File: src/sram_params.svh
`ifndef SRAM_PARAMS_SVH
`define SRAM_PARAMS_SVH

// SRAM address bits small enough for short runs
`define SRAM_ADDR_BITS 6

// data bus width
`define SRAM_DATA_BITS 16

// expected-data queue holds 2**this entries
`define EXP_FIFO_DEPTH_LOG2 2

`endif

File: src/sram_bus_pkg.sv
`include "sram_params.svh"

package sram_bus_pkg;

  // one memory address
  typedef logic [`SRAM_ADDR_BITS-1:0] addr_t;

  // one memory data word
  typedef logic [`SRAM_DATA_BITS-1:0] data_t;

endpackage

File: src/bist_pkg.sv
package bist_pkg;

  // test patterns in the order they are run
  typedef enum logic [2:0] {
    PAT_ZEROS = 3'd0,
    PAT_ONES  = 3'd1,
    PAT_5555  = 3'd2,
    PAT_AAAA  = 3'd3,
    PAT_ADDR  = 3'd4
  } pattern_t;

  // bit i enables pattern_t value i
  typedef logic [4:0] pattern_mask_t;

  typedef enum logic [2:0] {IDLE, WRITE, READ, DRAIN, NEXT, HALT} seq_state_t;

endpackage

File: src/mem_req_if.sv
interface mem_req_if;

  // request channel
  logic                req_valid;
  logic                req_write;
  sram_bus_pkg::addr_t req_addr;
  sram_bus_pkg::data_t req_wdata;
  logic                req_ready;

  // read response pulses for one cycle with no ready
  logic                rsp_valid;
  sram_bus_pkg::data_t rsp_rdata;

  modport master(
    output req_valid, req_write, req_addr, req_wdata,
    input req_ready, rsp_valid, rsp_rdata
  );

  modport slave(
    input req_valid, req_write, req_addr, req_wdata,
    output req_ready, rsp_valid, rsp_rdata
  );

endinterface

File: src/sram_controller.sv
module sram_controller (
  input  logic                clk,
  input  logic                reset,
  input  sram_bus_pkg::data_t sram_dq_in,
  output sram_bus_pkg::addr_t sram_addr,
  output sram_bus_pkg::data_t sram_dq_out,
  output logic                sram_dq_oe,
  output logic                sram_we_n,
  output logic                sram_oe_n,
  output logic                sram_ce_n,
  mem_req_if.slave            bus
);

  typedef enum logic [1:0] {CTL_IDLE, CTL_WRITE, CTL_READ1, CTL_READ2} ctl_state_t;

  ctl_state_t state;
  logic       accept;

  assign bus.req_ready = (state == CTL_IDLE);
  assign accept = bus.req_valid && bus.req_ready;

  // strobes are registered so the pins change only on clock edges
  always_ff @(posedge clk) begin
    if (reset) begin
      state         <= CTL_IDLE;
      sram_ce_n     <= 1'b1;
      sram_we_n     <= 1'b1;
      sram_oe_n     <= 1'b1;
      sram_dq_oe    <= 1'b0;
      bus.rsp_valid <= 1'b0;
    end else begin
      bus.rsp_valid <= 1'b0;
      case (state)
        CTL_IDLE: begin
          if (accept) begin
            state      <= bus.req_write ? CTL_WRITE : CTL_READ1;
            sram_ce_n  <= 1'b0;
            sram_we_n  <= !bus.req_write;
            sram_oe_n  <= bus.req_write;
            sram_dq_oe <= bus.req_write;
          end
        end
        CTL_WRITE: begin
          state      <= CTL_IDLE;
          sram_ce_n  <= 1'b1;
          sram_we_n  <= 1'b1;
          sram_dq_oe <= 1'b0;
        end
        CTL_READ1: begin
          state <= CTL_READ2;
        end
        CTL_READ2: begin
          // data has had two cycles of oe_n low
          state         <= CTL_IDLE;
          sram_ce_n     <= 1'b1;
          sram_oe_n     <= 1'b1;
          bus.rsp_valid <= 1'b1;
        end
        default: begin
          state <= CTL_IDLE;
        end
      endcase
    end
  end

  // address, write data and read data
  always_ff @(posedge clk) begin
    if (accept) begin
      sram_addr   <= bus.req_addr;
      sram_dq_out <= bus.req_wdata;
    end
    if (state == CTL_READ2) begin
      bus.rsp_rdata <= sram_dq_in;
    end
  end

  a_no_we_oe_overlap : assert property (
    @(posedge clk) disable iff (reset) !(!sram_we_n && !sram_oe_n)
  );

endmodule

File: src/pattern_generator.sv
`include "sram_params.svh"

module pattern_generator (
  input  logic                    clk,
  input  logic                    reset,
  input  bist_pkg::pattern_mask_t pattern_mask,
  input  logic                    first,
  input  logic                    advance,
  input  sram_bus_pkg::addr_t     addr,
  output sram_bus_pkg::data_t     data,
  output logic                    last
);

  bist_pkg::pattern_t cur;
  bist_pkg::pattern_t first_sel;
  bist_pkg::pattern_t next_sel;

  // lowest enabled pattern, and the next enabled one above cur
  always_comb begin
    first_sel = bist_pkg::PAT_ZEROS;
    next_sel  = cur;
    last      = 1'b1;
    for (int i = $bits(bist_pkg::pattern_mask_t) - 1; i >= 0; i--) begin
      if (pattern_mask[i]) begin
        first_sel = bist_pkg::pattern_t'(i);
        if (i > int'(cur)) begin
          next_sel = bist_pkg::pattern_t'(i);
          last     = 1'b0;
        end
      end
    end
  end

  always_ff @(posedge clk) begin
    if (reset) begin
      cur <= bist_pkg::PAT_ZEROS;
    end else if (first) begin
      cur <= first_sel;
    end else if (advance) begin
      cur <= next_sel;
    end
  end

  always_comb begin
    case (cur)
      bist_pkg::PAT_ZEROS: data = '0;
      bist_pkg::PAT_ONES:  data = '1;
      bist_pkg::PAT_5555:  data = {(`SRAM_DATA_BITS / 2){2'b01}};
      bist_pkg::PAT_AAAA:  data = {(`SRAM_DATA_BITS / 2){2'b10}};
      // address zero-extended to the data width
      bist_pkg::PAT_ADDR:  data = sram_bus_pkg::data_t'(addr);
      default:             data = '0;
    endcase
  end

endmodule

File: src/expected_fifo.sv
`include "sram_params.svh"

module expected_fifo #(
  parameter int WIDTH      = `SRAM_ADDR_BITS + `SRAM_DATA_BITS,
  parameter int DEPTH_LOG2 = `EXP_FIFO_DEPTH_LOG2
) (
  input  logic             clk,
  input  logic             reset,
  input  logic             push,
  input  logic [WIDTH-1:0] push_data,
  input  logic             pop,
  output logic [WIDTH-1:0] pop_data,
  output logic             empty,
  output logic             full
);

  logic [WIDTH-1:0]    mem [2**DEPTH_LOG2];
  // one extra bit tells full from empty
  logic [DEPTH_LOG2:0] wr_ptr;
  logic [DEPTH_LOG2:0] rd_ptr;

  assign empty = (wr_ptr == rd_ptr);
  assign full = (wr_ptr[DEPTH_LOG2] != rd_ptr[DEPTH_LOG2]) &&
                (wr_ptr[DEPTH_LOG2-1:0] == rd_ptr[DEPTH_LOG2-1:0]);

  // show-ahead read of the oldest entry
  assign pop_data = mem[rd_ptr[DEPTH_LOG2-1:0]];

  always_ff @(posedge clk) begin
    if (reset) begin
      wr_ptr <= '0;
      rd_ptr <= '0;
    end else begin
      if (push) begin
        wr_ptr <= wr_ptr + 1'b1;
      end
      if (pop) begin
        rd_ptr <= rd_ptr + 1'b1;
      end
    end
  end

  always_ff @(posedge clk) begin
    if (push) begin
      mem[wr_ptr[DEPTH_LOG2-1:0]] <= push_data;
    end
  end

endmodule

File: src/bist_sequencer.sv
`include "sram_params.svh"

module bist_sequencer (
  input  logic                                       clk,
  input  logic                                       reset,
  input  logic                                       run_start,
  input  bist_pkg::pattern_mask_t                    pattern_mask,
  input  sram_bus_pkg::data_t                        pat_data,
  input  logic                                       pat_last,
  input  logic [`SRAM_ADDR_BITS+`SRAM_DATA_BITS-1:0] fifo_pop_data,
  input  logic                                       fifo_empty,
  input  logic                                       fifo_full,
  output logic                                       pat_first,
  output logic                                       pat_advance,
  output logic                                       fifo_push,
  output logic [`SRAM_ADDR_BITS+`SRAM_DATA_BITS-1:0] fifo_push_data,
  output logic                                       fifo_pop,
  output logic                                       run_end,
  output logic                                       mismatch,
  output sram_bus_pkg::addr_t                        mismatch_addr,
  output sram_bus_pkg::data_t                        mismatch_expected,
  output sram_bus_pkg::data_t                        mismatch_read,
  mem_req_if.master                                  bus
);

  bist_pkg::seq_state_t state;
  sram_bus_pkg::addr_t  addr;
  logic                 addr_last;
  logic                 accepted;
  logic                 checking;

  assign addr_last = (addr == '1);
  assign accepted = bus.req_valid && bus.req_ready;

  // reads wait while the queue is full
  assign bus.req_valid = (state == bist_pkg::WRITE) ||
                         ((state == bist_pkg::READ) && !fifo_full);
  assign bus.req_write = (state == bist_pkg::WRITE);
  assign bus.req_addr = addr;
  assign bus.req_wdata = pat_data;

  assign pat_first = (state == bist_pkg::IDLE) && run_start && (pattern_mask != '0);
  assign pat_advance = (state == bist_pkg::NEXT) && !pat_last;

  // expected entry queued as the read is accepted
  assign fifo_push = accepted && (state == bist_pkg::READ);
  assign fifo_push_data = {addr, pat_data};
  assign fifo_pop = bus.rsp_valid;

  assign {mismatch_addr, mismatch_expected} = fifo_pop_data;
  assign mismatch_read = bus.rsp_rdata;

  // responses still in flight after a failure are only drained
  assign checking = (state != bist_pkg::HALT);
  assign mismatch = bus.rsp_valid && checking && (bus.rsp_rdata != mismatch_expected);

  always_ff @(posedge clk) begin
    if (reset) begin
      state   <= bist_pkg::IDLE;
      addr    <= '0;
      run_end <= 1'b0;
    end else begin
      run_end <= 1'b0;
      case (state)
        bist_pkg::IDLE: begin
          if (run_start) begin
            addr <= '0;
            // empty mask ends at once as a pass
            if (pattern_mask == '0) begin
              run_end <= 1'b1;
            end else begin
              state <= bist_pkg::WRITE;
            end
          end
        end
        bist_pkg::WRITE: begin
          if (accepted) begin
            // counter wraps back to 0 for the read pass
            addr <= addr + 1'b1;
            if (addr_last) begin
              state <= bist_pkg::READ;
            end
          end
        end
        bist_pkg::READ: begin
          if (accepted) begin
            addr <= addr + 1'b1;
            if (addr_last) begin
              state <= bist_pkg::DRAIN;
            end
          end
        end
        bist_pkg::DRAIN: begin
          if (fifo_empty) begin
            state <= bist_pkg::NEXT;
          end
        end
        bist_pkg::NEXT: begin
          if (pat_last) begin
            run_end <= 1'b1;
            state   <= bist_pkg::IDLE;
          end else begin
            state <= bist_pkg::WRITE;
          end
        end
        bist_pkg::HALT: begin
          if (fifo_empty) begin
            run_end <= 1'b1;
            state   <= bist_pkg::IDLE;
          end
        end
        default: begin
          state <= bist_pkg::IDLE;
        end
      endcase
      if (mismatch) begin
        state <= bist_pkg::HALT;
      end
    end
  end

  // one controller access in flight leaves at most one queued expectation
  a_single_outstanding : assert property (
    @(posedge clk) disable iff (reset) fifo_push |-> fifo_empty || fifo_pop
  );

  // every controller response must have a queued expectation
  a_no_pop_empty : assert property (
    @(posedge clk) disable iff (reset) fifo_pop |-> !fifo_empty
  );

endmodule

File: src/bist_regs.sv
module bist_regs (
  input  logic                    clk,
  input  logic                    reset,
  input  logic                    start,
  input  bist_pkg::pattern_mask_t pattern_mask_in,
  input  logic                    run_end,
  input  logic                    mismatch,
  input  sram_bus_pkg::addr_t     mismatch_addr,
  input  sram_bus_pkg::data_t     mismatch_expected,
  input  sram_bus_pkg::data_t     mismatch_read,
  output logic                    run_start,
  output bist_pkg::pattern_mask_t pattern_mask,
  output logic                    busy,
  output logic                    done,
  output logic                    pass,
  output sram_bus_pkg::addr_t     fail_addr,
  output sram_bus_pkg::data_t     fail_expected,
  output sram_bus_pkg::data_t     fail_read
);

  always_ff @(posedge clk) begin
    if (reset) begin
      run_start <= 1'b0;
      busy      <= 1'b0;
      done      <= 1'b0;
      pass      <= 1'b1;
    end else begin
      run_start <= 1'b0;
      if (start && !busy && !run_start) begin
        run_start <= 1'b1;
        done      <= 1'b0;
        pass      <= 1'b1;
      end
      // busy follows the start pulse by one cycle
      if (run_start) begin
        busy <= 1'b1;
      end
      // pass still high means this is the first mismatch of the run
      if (mismatch && pass) begin
        pass <= 1'b0;
      end
      if (run_end) begin
        done <= 1'b1;
        busy <= 1'b0;
      end
    end
  end

  // mask and failure details
  always_ff @(posedge clk) begin
    if (start && !busy && !run_start) begin
      pattern_mask <= pattern_mask_in;
    end
    if (mismatch && pass) begin
      fail_addr     <= mismatch_addr;
      fail_expected <= mismatch_expected;
      fail_read     <= mismatch_read;
    end
  end

  // the sequencer only ends a run that was started here
  a_end_while_busy : assert property (
    @(posedge clk) disable iff (reset) run_end |-> busy
  );

endmodule

File: src/sram_bist_top.sv
`include "sram_params.svh"

module sram_bist_top (
  input  logic                    clk,
  input  logic                    reset,
  input  logic                    start,
  input  bist_pkg::pattern_mask_t pattern_mask,
  input  sram_bus_pkg::data_t     sram_dq_in,
  output logic                    busy,
  output logic                    done,
  output logic                    pass,
  output sram_bus_pkg::addr_t     fail_addr,
  output sram_bus_pkg::data_t     fail_expected,
  output sram_bus_pkg::data_t     fail_read,
  output sram_bus_pkg::addr_t     sram_addr,
  output sram_bus_pkg::data_t     sram_dq_out,
  output logic                    sram_dq_oe,
  output logic                    sram_we_n,
  output logic                    sram_oe_n,
  output logic                    sram_ce_n
);

  logic                                       run_start;
  logic                                       run_end;
  bist_pkg::pattern_mask_t                    run_mask;
  logic                                       mismatch;
  sram_bus_pkg::addr_t                        mismatch_addr;
  sram_bus_pkg::data_t                        mismatch_expected;
  sram_bus_pkg::data_t                        mismatch_read;
  logic                                       pat_first;
  logic                                       pat_advance;
  logic                                       pat_last;
  sram_bus_pkg::data_t                        pat_data;
  logic                                       fifo_push;
  logic                                       fifo_pop;
  logic                                       fifo_empty;
  logic                                       fifo_full;
  logic [`SRAM_ADDR_BITS+`SRAM_DATA_BITS-1:0] fifo_push_data;
  logic [`SRAM_ADDR_BITS+`SRAM_DATA_BITS-1:0] fifo_pop_data;

  mem_req_if bus_if ();

  bist_regs u_regs (
    .clk              (clk),
    .reset            (reset),
    .start            (start),
    .pattern_mask_in  (pattern_mask),
    .run_end          (run_end),
    .mismatch         (mismatch),
    .mismatch_addr    (mismatch_addr),
    .mismatch_expected(mismatch_expected),
    .mismatch_read    (mismatch_read),
    .run_start        (run_start),
    .pattern_mask     (run_mask),
    .busy             (busy),
    .done             (done),
    .pass             (pass),
    .fail_addr        (fail_addr),
    .fail_expected    (fail_expected),
    .fail_read        (fail_read)
  );

  bist_sequencer u_seq (
    .clk              (clk),
    .reset            (reset),
    .run_start        (run_start),
    .pattern_mask     (run_mask),
    .pat_data         (pat_data),
    .pat_last         (pat_last),
    .fifo_pop_data    (fifo_pop_data),
    .fifo_empty       (fifo_empty),
    .fifo_full        (fifo_full),
    .pat_first        (pat_first),
    .pat_advance      (pat_advance),
    .fifo_push        (fifo_push),
    .fifo_push_data   (fifo_push_data),
    .fifo_pop         (fifo_pop),
    .run_end          (run_end),
    .mismatch         (mismatch),
    .mismatch_addr    (mismatch_addr),
    .mismatch_expected(mismatch_expected),
    .mismatch_read    (mismatch_read),
    .bus              (bus_if.master)
  );

  // data word follows the address on the request bus
  pattern_generator u_pat (
    .clk         (clk),
    .reset       (reset),
    .pattern_mask(run_mask),
    .first       (pat_first),
    .advance     (pat_advance),
    .addr        (bus_if.req_addr),
    .data        (pat_data),
    .last        (pat_last)
  );

  expected_fifo u_exp_fifo (
    .clk      (clk),
    .reset    (reset),
    .push     (fifo_push),
    .push_data(fifo_push_data),
    .pop      (fifo_pop),
    .pop_data (fifo_pop_data),
    .empty    (fifo_empty),
    .full     (fifo_full)
  );

  sram_controller u_ctrl (
    .clk        (clk),
    .reset      (reset),
    .sram_dq_in (sram_dq_in),
    .sram_addr  (sram_addr),
    .sram_dq_out(sram_dq_out),
    .sram_dq_oe (sram_dq_oe),
    .sram_we_n  (sram_we_n),
    .sram_oe_n  (sram_oe_n),
    .sram_ce_n  (sram_ce_n),
    .bus        (bus_if.slave)
  );

endmodule

File: config.mk
export PLATFORM = sky130hd
export DESIGN_NAME = sram_bist_top
export DESIGN_NICKNAME = d
export VERILOG_FILES = /design/src/sram_bus_pkg.sv /design/src/bist_pkg.sv /design/src/mem_req_if.sv /design/src/sram_controller.sv /design/src/pattern_generator.sv /design/src/expected_fifo.sv /design/src/bist_sequencer.sv /design/src/bist_regs.sv /design/src/sram_bist_top.sv
export VERILOG_INCLUDE_DIRS = /design/src /design/src/src
export SDC_FILE = /design/constraint.sdc
export NUM_CORES = 1
export LEC_CHECK = 0
export ABC_AREA = 1
export BUFFER_PORTS_ARGS = -buffer_cell sky130_fd_sc_hd__buf_2
export CAP_MARGIN = 20
export CORE_MARGIN = 10
export CORE_UTILIZATION = 51
export CTS_CLUSTER_SIZE = 25
export DETAILED_ROUTE_END_ITERATION = 7
export PLACE_DENSITY_LB_ADDON = 0.15
export SLEW_MARGIN = 20
export SYNTH_ARGS = -nofsm -noshare
export SYNTH_HDL_FRONTEND = slang
export SYNTH_SLANG_ARGS = --single-unit
File: constraint.sdc
create_clock -name clk -period 2.5 [get_ports clk]
set_input_delay 0.25 -clock clk [delete_from_list [all_inputs] [get_ports clk]]
set_output_delay 0.25 -clock clk [all_outputs]
set_load 0.01 [all_outputs]
[Word-level counts from Yosys, hierarchy flattened]
Memory sizes are Yosys's and may differ from the RTL's. A register that Yosys moved wholly into a read port is not among the register bits.
Cells that the tools add are included.
W data, S select, Z words.
Word-level totals
  bits in registers: 111
  RAM bits: 88
  input port bits: 24
  logic and storage cells: 170
  memories kept: 1
Memories
  u_exp_fifo.mem: words 4, bits a word 22, read ports 1, clocked after memory_dff 1, write ports 1, RTL line expected_fifo.sv:17  | logic [WIDTH-1:0] mem [2**DEPTH_LOG2];
Operators by class
  add/subtract/negate cells: 3
  $lt $le $gt $ge: 4
  equal/unequal tests: 36
  muxes and demuxes: 63
  reductions and logical operators: 39
Operators with widths (count)
  $mux W3: 24
  $pmux W16 S4: 1
  $mux W1: 24
  $ne A3 B3 Y1 const B: 7
  $pmux W3 S6: 1
  $ne A16 B16 Y1: 1
  $reduce_and A8 Y1: 2
  $ne A2 B2 Y1 const B: 7
  $reduce_bool A2 Y1: 7
  $eq A3 B2 Y1 const B: 4
  $logic_and A1 B1 Y1: 12
  $mux W6: 2
  $pmux W6 S2: 1
  $eq A3 B3 Y1 const B: 3
  $mux W2: 4
  $pmux W1 S2: 4
  $reduce_or A2 Y1: 4
  $add A3 B1 Y3 const B: 2
  $add A6 B1 Y6 const B: 1
  $eq A3 B1 Y1 const B: 2
  $eq A6 B6 Y1 const B: 1
  $gt A2 B3 Y1 const A: 2
  $ne A2 B1 Y1 const B: 3
  $ne A3 B2 Y1 const B: 2
  17 further kinds: 24

[Depth between registers and ports, before layout]
Gate-level depths: netlist of the first run.
  depth in word-level cells: 13
  mapped depth: 14

[Modules after synthesis]
From an unflattened synthesis of the first run, not the netlist that was laid out.
Unflattened totals
  cell total of the unflattened synthesis: 795
  area, all modules: 8904.8 µm²
By module, submodules not included
  expected_fifo: instances 1, cells each 310, area each 4013.8 µm², sequential area each 2802.7 µm²
  bist_sequencer: instances 1, cells each 270, area each 1601.5 µm², sequential area each 200.2 µm²
  bist_regs: instances 1, cells each 62, area each 1435.1 µm², sequential area each 1371.3 µm²
  sram_controller: instances 1, cells each 73, area each 1417.6 µm², sequential area each 1281.2 µm²
  pattern_generator: instances 1, cells each 80, area each 436.7 µm², sequential area each 60.1 µm²

[Least setup slack after synthesis of the first run]
OpenSTA, ideal clock, no wires.
  path type: reg-to-reg
  start: register (tool-made name)
  end: register u_regs.fail_addr[0], enable pin
  arrival: 1.958 ns
  slack: 0.148 ns
  stages on the path, launching flop included: 11
  path buffers: 2
  period minus slack after synthesis: 2.352 ns
  cell sequence: dfxtp_1 > buf_4 > buf_6 > nand2_1 > nand3_1 > nand2_1 > xnor2_1 > nor2_1 > nand3_1 > nand2_2 > nor2_2
RTL lines
  to (signal assigned): RTL line bist_regs.sv:55  | fail_addr <= mismatch_addr;
  to (decl): RTL line bist_regs.sv:16  | output sram_bus_pkg::addr_t fail_addr,

[Worst setup path after layout of the first run]
  start: register u_seq.state[2]
  end: memory u_exp_fifo.mem[3][17] (netlist name), enable pin
On the way
  cells in the longest elaborated chain, start to end: 7
  elaborated cells between the ends (all ways): 8
  those cells by class: 2 x eq/ne; 2 x mux; 4 x reduce/logical
Ends and longest elaborated chain
  from (decl): RTL line bist_sequencer.sv:26  | bist_pkg::seq_state_t state;
  from (signal assigned): RTL line bist_sequencer.sv:59  | state <= bist_pkg::IDLE;
  from (signal assigned): RTL line bist_sequencer.sv:72  | state <= bist_pkg::WRITE;
  from (signal assigned): RTL line bist_sequencer.sv:81  | state <= bist_pkg::READ;
  $eq A3 B2 Y1: RTL line bist_sequencer.sv:37  | ((state == bist_pkg::READ) && !fifo_full);
  $logic_and A1 B1 Y1: RTL line bist_sequencer.sv:37
  $logic_or A1 B1 Y1 (*): RTL line bist_sequencer.sv:36  | assign bus.req_valid = (state == bist_pkg::WRITE) ||
  $logic_and A1 B1 Y1 (*)
  net u_ctrl.accept: RTL line sram_controller.sv:17  | logic accept;
  $logic_and A1 B1 Y1 (*): RTL line bist_sequencer.sv:46  | assign fifo_push = accepted && (state == bist_pkg::READ);
  $mux W1 (*): RTL line expected_fifo.sv:44  | if (push) begin
  $mux W1 (not written as such) (*): RTL line expected_fifo.sv:45  | mem[wr_ptr[DEPTH_LOG2-1:0]] <= push_data;
  to (decl): RTL line expected_fifo.sv:17
Mark *: on every way through the listed nets, which the timed path passes. The rest lies on a longest branch.

==> out/metrics.cfg, run 1 <==
[setup_path]
critPathMaxFanout = 16
cp_data_arrival_time_ns = 2.32
required_ns = 2.56
end_kind = flop
crit_slowest_cell = nor2_4
critical_path_class = reg2reg
slowest_delay_ns = 0.45
path_delay_family = simple AND/OR/NAND/NOR gates
critical_path.cell_chain = nor2_2, nand2_1, nand2_2, nand3_4, inv_4, nand3_4, nor2_4
worstPathBufferInverterCount = 1
critPathMostFrequentCell = nand3_4
cp-start-kind = flop

[sta]
tns_ns = 0
setup_slack_ns = 0.236
max_slew_margin_pct = 49.3
post-route-min-period_ns = 2.26
post-route-period-util_pct = 90.6
fin_skew_ns = 0.0100
fmax_mhz = 442
grt_setup_unrepaired = false
slew_viol_final = 0
setup_viol = 0
finalHoldViolCount = 0
worst-slew-pin-transition_ns = 0.759

[grt]
antenna_found_initial = 0
grt_max_degree = 31
grtUsageTotal_pct = 16.4
grt_pass1_vias = 4168
grt-ovfl-total = 0
grt_pass1_wl_microns = 21100

[floorplanning]
io_pins = 91
dieArea_sq_um = 16800
core_area_sq_um = 11900
row_count = 40
fp.dieH_microns = 130
initial_core_util_pct = 51.6
die_w_microns = 130

[placed_design]
gp_congestion = 0.829
place_ws_ns = 0.207
dp_hpwl_microns = 8990
portBuffers = 90

[power_and_ir_drop]
power_density_nw_per_um2 = 993
power_leakage_uw = 0.00300
max-vdd-ir-drop_uv = 690

[drt]
wirelength_microns = 13300
vias = 4081
drt-wirelength-per-cell_microns = 16.6
drtIter0Drc = 288
drc = 0
antenna_left = 0
viasPerCell = 5.09
drt_first_pass_iters = 5

[finish]
fillers = 948
area_growth_pct = 20.9
register_area_sq_um = 4270
drive_above_1_share_pct = 23.9
fin_nets = 671
most-common-layout-cells = edfxtp_1 (121), nand2_1 (104), buf_2 (90)
num_antenna_cells = 0
utilization_pct = 62.4
multi_input_area_sq_um = 1470
layout_commonest_cell = edfxtp_1

[clocking]
cts_made_buffers = 17
cts_resized = 0
insertion_delay_ns = 0.42
clockRootBuffer = clkbuf_16
cts_tree = built
htreeDepth = 4
numClockSinks = 153
clockBufferDepth = 2
clkTransAtPathRegs_ns = 0.06

[synth]
yosys_warnings = 0
ys_seq_area_share_pct = 69.6
synth.largest_area_cell = edfxtp_1
synth_fp_nets = 563
syn_area_sq_um = 6140
yosysUniqueCellTypes = 39
synth_cells = 533
avgSynthCellArea_sq_um = 11.5
ys_ff_latch = 153
yosys.area.top_type_share_pct = 59.1
netlist_top_cells_area = edfxtp_1 (59%), dfxtp_1 (10%), nand2_1 (6.4%)

[min_path]
hold_class = in2reg

[run_status]
outcome = finished clean

[flow_run]
cap_violations = 0

per-layer routing:
| metal | share of wire [%] | up-vias | global-route usage [%] |
|---|---|---|---|
| met5 | 0 | - | 0 |
| met1 | 41 | 1937 | 18.3 |
| met2 | 51 | 113 | 28.9 |
| li1 | - | 2019 | - |
| met4 | 0.94 | 0 | 5.29 |
| met3 | 6.9 | 12 | 5.48 |
report_power, final:
group / total, uW / leakage [uW] / switching [uW] / internal (uW)
combinational: 1500 / 0.00137 / 1020 / 480
sequential: 3390 / 0.00136 / 211 / 3180
clock: 2490 / 0.000274 / 1020 / 1470
total: 7370 / 0.00300 / 2250 / 5130
through the flow:
| stage | cell area [sq um] | hold WS (ns) | cells | power (uW) |
|---|---|---|---|---|
| after floorplan | 6140 | 0.349 | 533 | 4440 |
| after global placement | 6690 | 0.418 | 753 | 4890 |
| final | 7430 | 0.0117 | 801 | 7370 |
| after detailed placement | 6690 | 0.426 | 753 | 4930 |
| after CTS | 7410 | 0.00151 | 799 | 7420 |
| after global routing | 7430 | 0.000210 | 801 | 7760 |
cell usage after synthesis, drive strengths merged:
cell and count:
edfxtp 121, xor2 2, a21oi 19, nor3 8, nor2 57, o21ai 31
dfxtp 32, clkbuf 3, a221oi 1, nand4 2, nor3b 1, xnor2 3
nand3b 2, buf 23, o21a 1, a211oi 1, nor4 1, o22ai 6
nand2 110, o31ai 2, ha 6, a31oi 2, and3 1, inv 60
nand3 37, a21o 1
kinds of logic after synthesis:
kind of cell / Yosys count / share of synthesized area (%)
compound gates: 64 / 5.74
simple gates: 219 / 16.2
flops: 153 / 69.6
xor+xnor: 5 / 0.713
fa+ha+maj: 6 / 1.22
buf+inv: 86 / 6.56
worst paths after layout:
path | from | depth (start not counted) | slack [ns] | endpoint
worst max-delay path | u_seq.state[2]$_SDFFE_PP0P_ | 7 | 0.24 | u_exp_fifo.mem[3][17]$_DFFE_PP_
worst min-delay path | sram_dq_in[10] | 1 | 0.01 | u_ctrl.bus.rsp_rdata[10]$_DFFE_PP_
worst max register to register | u_seq.state[2]$_SDFFE_PP0P_ | 7 | 0.24 | u_exp_fifo.mem[3][17]$_DFFE_PP_
worst min register to register | u_seq.run_end$_SDFF_PP0_ | 1 | 0.43 | u_regs.busy$_SDFFE_PP0P_
layout make-up:
type | instances | area share (%)
flip-flops and latches | 153 | 57.5
clock inverters | 14 | 2.00
well taps | 147 | 2.48
clock buffers | 18 | 5.78
inverters | 60 | 3.07
repair buffers | 115 | 9.30
multi-input cells | 294 | 19.8
registers in the layout (all words and copies together) (netlist names), 2 cells and up, named ones only:
name	count
u_regs.fail_addr	6
u_ctrl.bus.rsp_rdata	16
u_exp_fifo.mem	56
u_seq.bus.req_addr	6
u_exp_fifo.rd_ptr	3
u_exp_fifo.wr_ptr	3
u_regs.fail_read	16
u_seq.state	3
u_ctrl.state	2
u_ctrl.sram_dq_out	8
u_pat.cur	3
u_regs.fail_expected	8
u_regs.pattern_mask	5
u_ctrl.sram_addr	6
what timing repair did:
item	4_1_cts	5_1_grt
hold buffers	14	2
buffers inserted	0	0
hold endpoints to repair	14	2
Note: power is estimated with default switching activity, not from simulation.
==> run 2: changes to the inputs <==
CORE_UTILIZATION = 30   (was 51)
PLACE_DENSITY_LB_ADDON = default   (was 0.15)
==> run 2 against run 1 <==
Sequential power decreased by 1%. Utilization decreased by 25 points. Non-clock buffer count increased by 3. Critical path depth unchanged. Die area increased by 58%. Cell count increased by 16%. Critical endpoint unchanged. Sequential share of layout area decreased by 1.4 points. Count of clock-buffer cells in the layout decreased by 1. Via count decreased by 1.1%. Register-to-register slack improved by 0.06 ns. Global-route usage decreased by 6.1 points. Routed wire length about the same.
==> out/metrics.cfg, run 2 (synthesis gave the netlist of run 1 again) <==
[grt]
grt_pass1_wl_microns = 21100  ; about the same
grt_pass1_vias = 3979  ; was 4,168
grt-ovfl-total = 0  ; unchanged
grtUsageTotal_pct = 10.2  ; was 16.4%
grt_max_degree = 29  ; was 31
antenna_found_initial = 0  ; unchanged

[finish]
utilization_pct = 37.7  ; was 62.4%
fin_nets = 674  ; was 671
most-common-layout-cells = edfxtp_1 (121), nand2_1 (104), buf_2 (90)  ; unchanged
num_antenna_cells = 0  ; unchanged
drive_above_1_share_pct = 24.2  ; was 23.9%
final_cells = 927  ; was 801
layout_commonest_cell = edfxtp_1  ; unchanged
area_growth_pct = 23.9  ; was 20.9%
largest_reg_flops = 56  ; unchanged

[clocking]
cts_tree = built  ; unchanged
post_cts_buffers = 0  ; unchanged
insertion_delay_ns = 0.42  ; about the same
cts_resized = 0  ; unchanged
clockBufferDepth = 2  ; unchanged
clkTransAtPathRegs_ns = 0.06  ; about the same
cts_made_buffers = 17  ; unchanged
ctsHoldBuffers = 14  ; unchanged
clockRootBuffer = clkbuf_16  ; unchanged
htreeDepth = 4  ; unchanged
numClockSinks = 153  ; unchanged

[placed_design]
gp_congestion = 0.833  ; was 0.829
dp.cells = 878  ; was 753
place_ws_ns = 0.270  ; was 0.207 ns
portBuffers = 90  ; unchanged
dp_hpwl_microns = 9430  ; was 8990 microns

[floorplanning]
die_w_microns = 163  ; was 130 microns
row_count = 52  ; was 40
fp.dieH_microns = 163  ; was 130 microns
core_area_sq_um = 20200  ; was 11,900 sq um
initial_core_util_pct = 30.5  ; was 51.6%
io_pins = 91  ; unchanged
dieArea_sq_um = 26600  ; was 16,800 sq um

[run_status]
outcome = finished clean  ; unchanged

[sta]
setup_slack_ns = 0.299  ; was 0.236 ns
max_slew_margin_pct = 46.9  ; was 49.3%
post-route-min-period_ns = 2.20  ; was 2.26 ns
slew_viol_final = 0  ; unchanged
worst-slew-pin-transition_ns = 0.789  ; was 0.759 ns
finalHoldViolCount = 0  ; unchanged
tns_ns = 0  ; unchanged
fmax_mhz = 454  ; was 442 MHz
fin_skew_ns = 0.0101  ; was 0.0100 ns
post-route-period-util_pct = 88.1  ; was 90.6%
grt_setup_unrepaired = false  ; unchanged
setup_viol = 0  ; unchanged

[power_and_ir_drop]
combPwrFrac_pct = 21.2  ; was 20.3%
max-vdd-ir-drop_uv = 563  ; was 690 uV
power_leakage_uw = 0.00303  ; was 0.00300 uW
switchingPower_uw = 2330  ; was 2250 uW
seq_power_share_pct = 45.2  ; was 45.9%
power_density_nw_per_um2 = 975  ; was 993 nW/um^2
clkPwrFrac_pct = 33.7  ; about the same
intPower_uw = 5090  ; was 5130 uW
switching_share_pct = 31.4  ; was 30.5%

[flow_run]
cap_violations = 0  ; unchanged

[drt]
vias = 4035  ; was 4,081
drt-wirelength-per-cell_microns = 14.4  ; was 16.6 microns
drt_first_pass_iters = 4  ; was 5
highest_layer = met4  ; unchanged
antenna_left = 0  ; unchanged
drc = 0  ; unchanged
drtIter0Drc = 254  ; was 288
wirelength_microns = 13300  ; about the same
viasPerCell = 4.35  ; was 5.09
m1WireLength_microns = 5740  ; was 5450 microns
wl_met2_microns = 6350  ; was 6810 microns
wl_met3_microns = 1050  ; was 917 microns

[setup_path]
cp_data_arrival_time_ns = 2.27  ; was 2.32 ns
required_ns = 2.57  ; was 2.56 ns
critPathMaxFanout = 16  ; unchanged
end_kind = flop  ; unchanged
cp-start-kind = flop  ; unchanged
critical_path_class = reg2reg  ; unchanged
reg2reg_setup_slack_ns = 0.30  ; was 0.24 ns

[min_path]
hold_class = in2reg  ; unchanged

## run 2: through the flow
stage | cell area, sq um | power (uW) | hold WS (ns)
after floorplan | 6140 | 4440 | 0.349
after global placement | 6860 | 4970 | 0.427
after detailed placement | 6860 | 4990 | 0.428
after CTS | 7580 | 7500 | 0.0000876
after global routing | 7610 | 7830 | 0.000191
final | 7610 | 7420 | 0.0124
## run 2: worst max-delay path, cell delays in order (launching register included)
cell and delay, ns:
dfxtp_1 0.40, nor3_4 0.29, inv_2 0.07, nand2_2 0.14, nand3_4 0.14, inv_4 0.22, nand3_4 0.16, nor2_4 0.41
## run 2: layer usage
metal	up-vias	track usage [%]
met3	16	3.65
met2	116	16.4
met4	0	3.44
li1	2026	-
met1	1877	12.5
met5	-	0
## run 2: final timing paths
| kind | cells past startpoint | end | startpoint |
|---|---|---|---|
| worst min register to register | 0 | u_regs.fail_read[8]$_DFFE_PP_ | u_ctrl.bus.rsp_rdata[8]$_DFFE_PP_ |
| worst max-delay path | 7 | u_exp_fifo.mem[3][17]$_DFFE_PP_ | u_seq.state[2]$_SDFFE_PP0P_ |
| worst min-delay path | 1 | u_ctrl.bus.rsp_rdata[7]$_DFFE_PP_ | sram_dq_in[7] |
| worst max register to register | 7 | u_exp_fifo.mem[3][17]$_DFFE_PP_ | u_seq.state[2]$_SDFFE_PP0P_ |
## run 2: power by group through the flow
stage                     clock (uW)  combinational (uW)  sequential [uW]
after floorplan                    0                 984             3450
after global placement             0                1570             3400
after detailed placement           0                1580             3410
after CTS                       2540                1600             3350
after global routing            2670                1770             3380
final                           2500                1570             3350
## run 2: cell type report
class                   count  area, sq um
well taps                 270          338
multi-input cells         294         1470
inverters                  60          228
clock buffers              17          425
flip-flops and latches    153         4270
fillers                  1970        12600
repair buffers            118          716
clock inverters            15          158
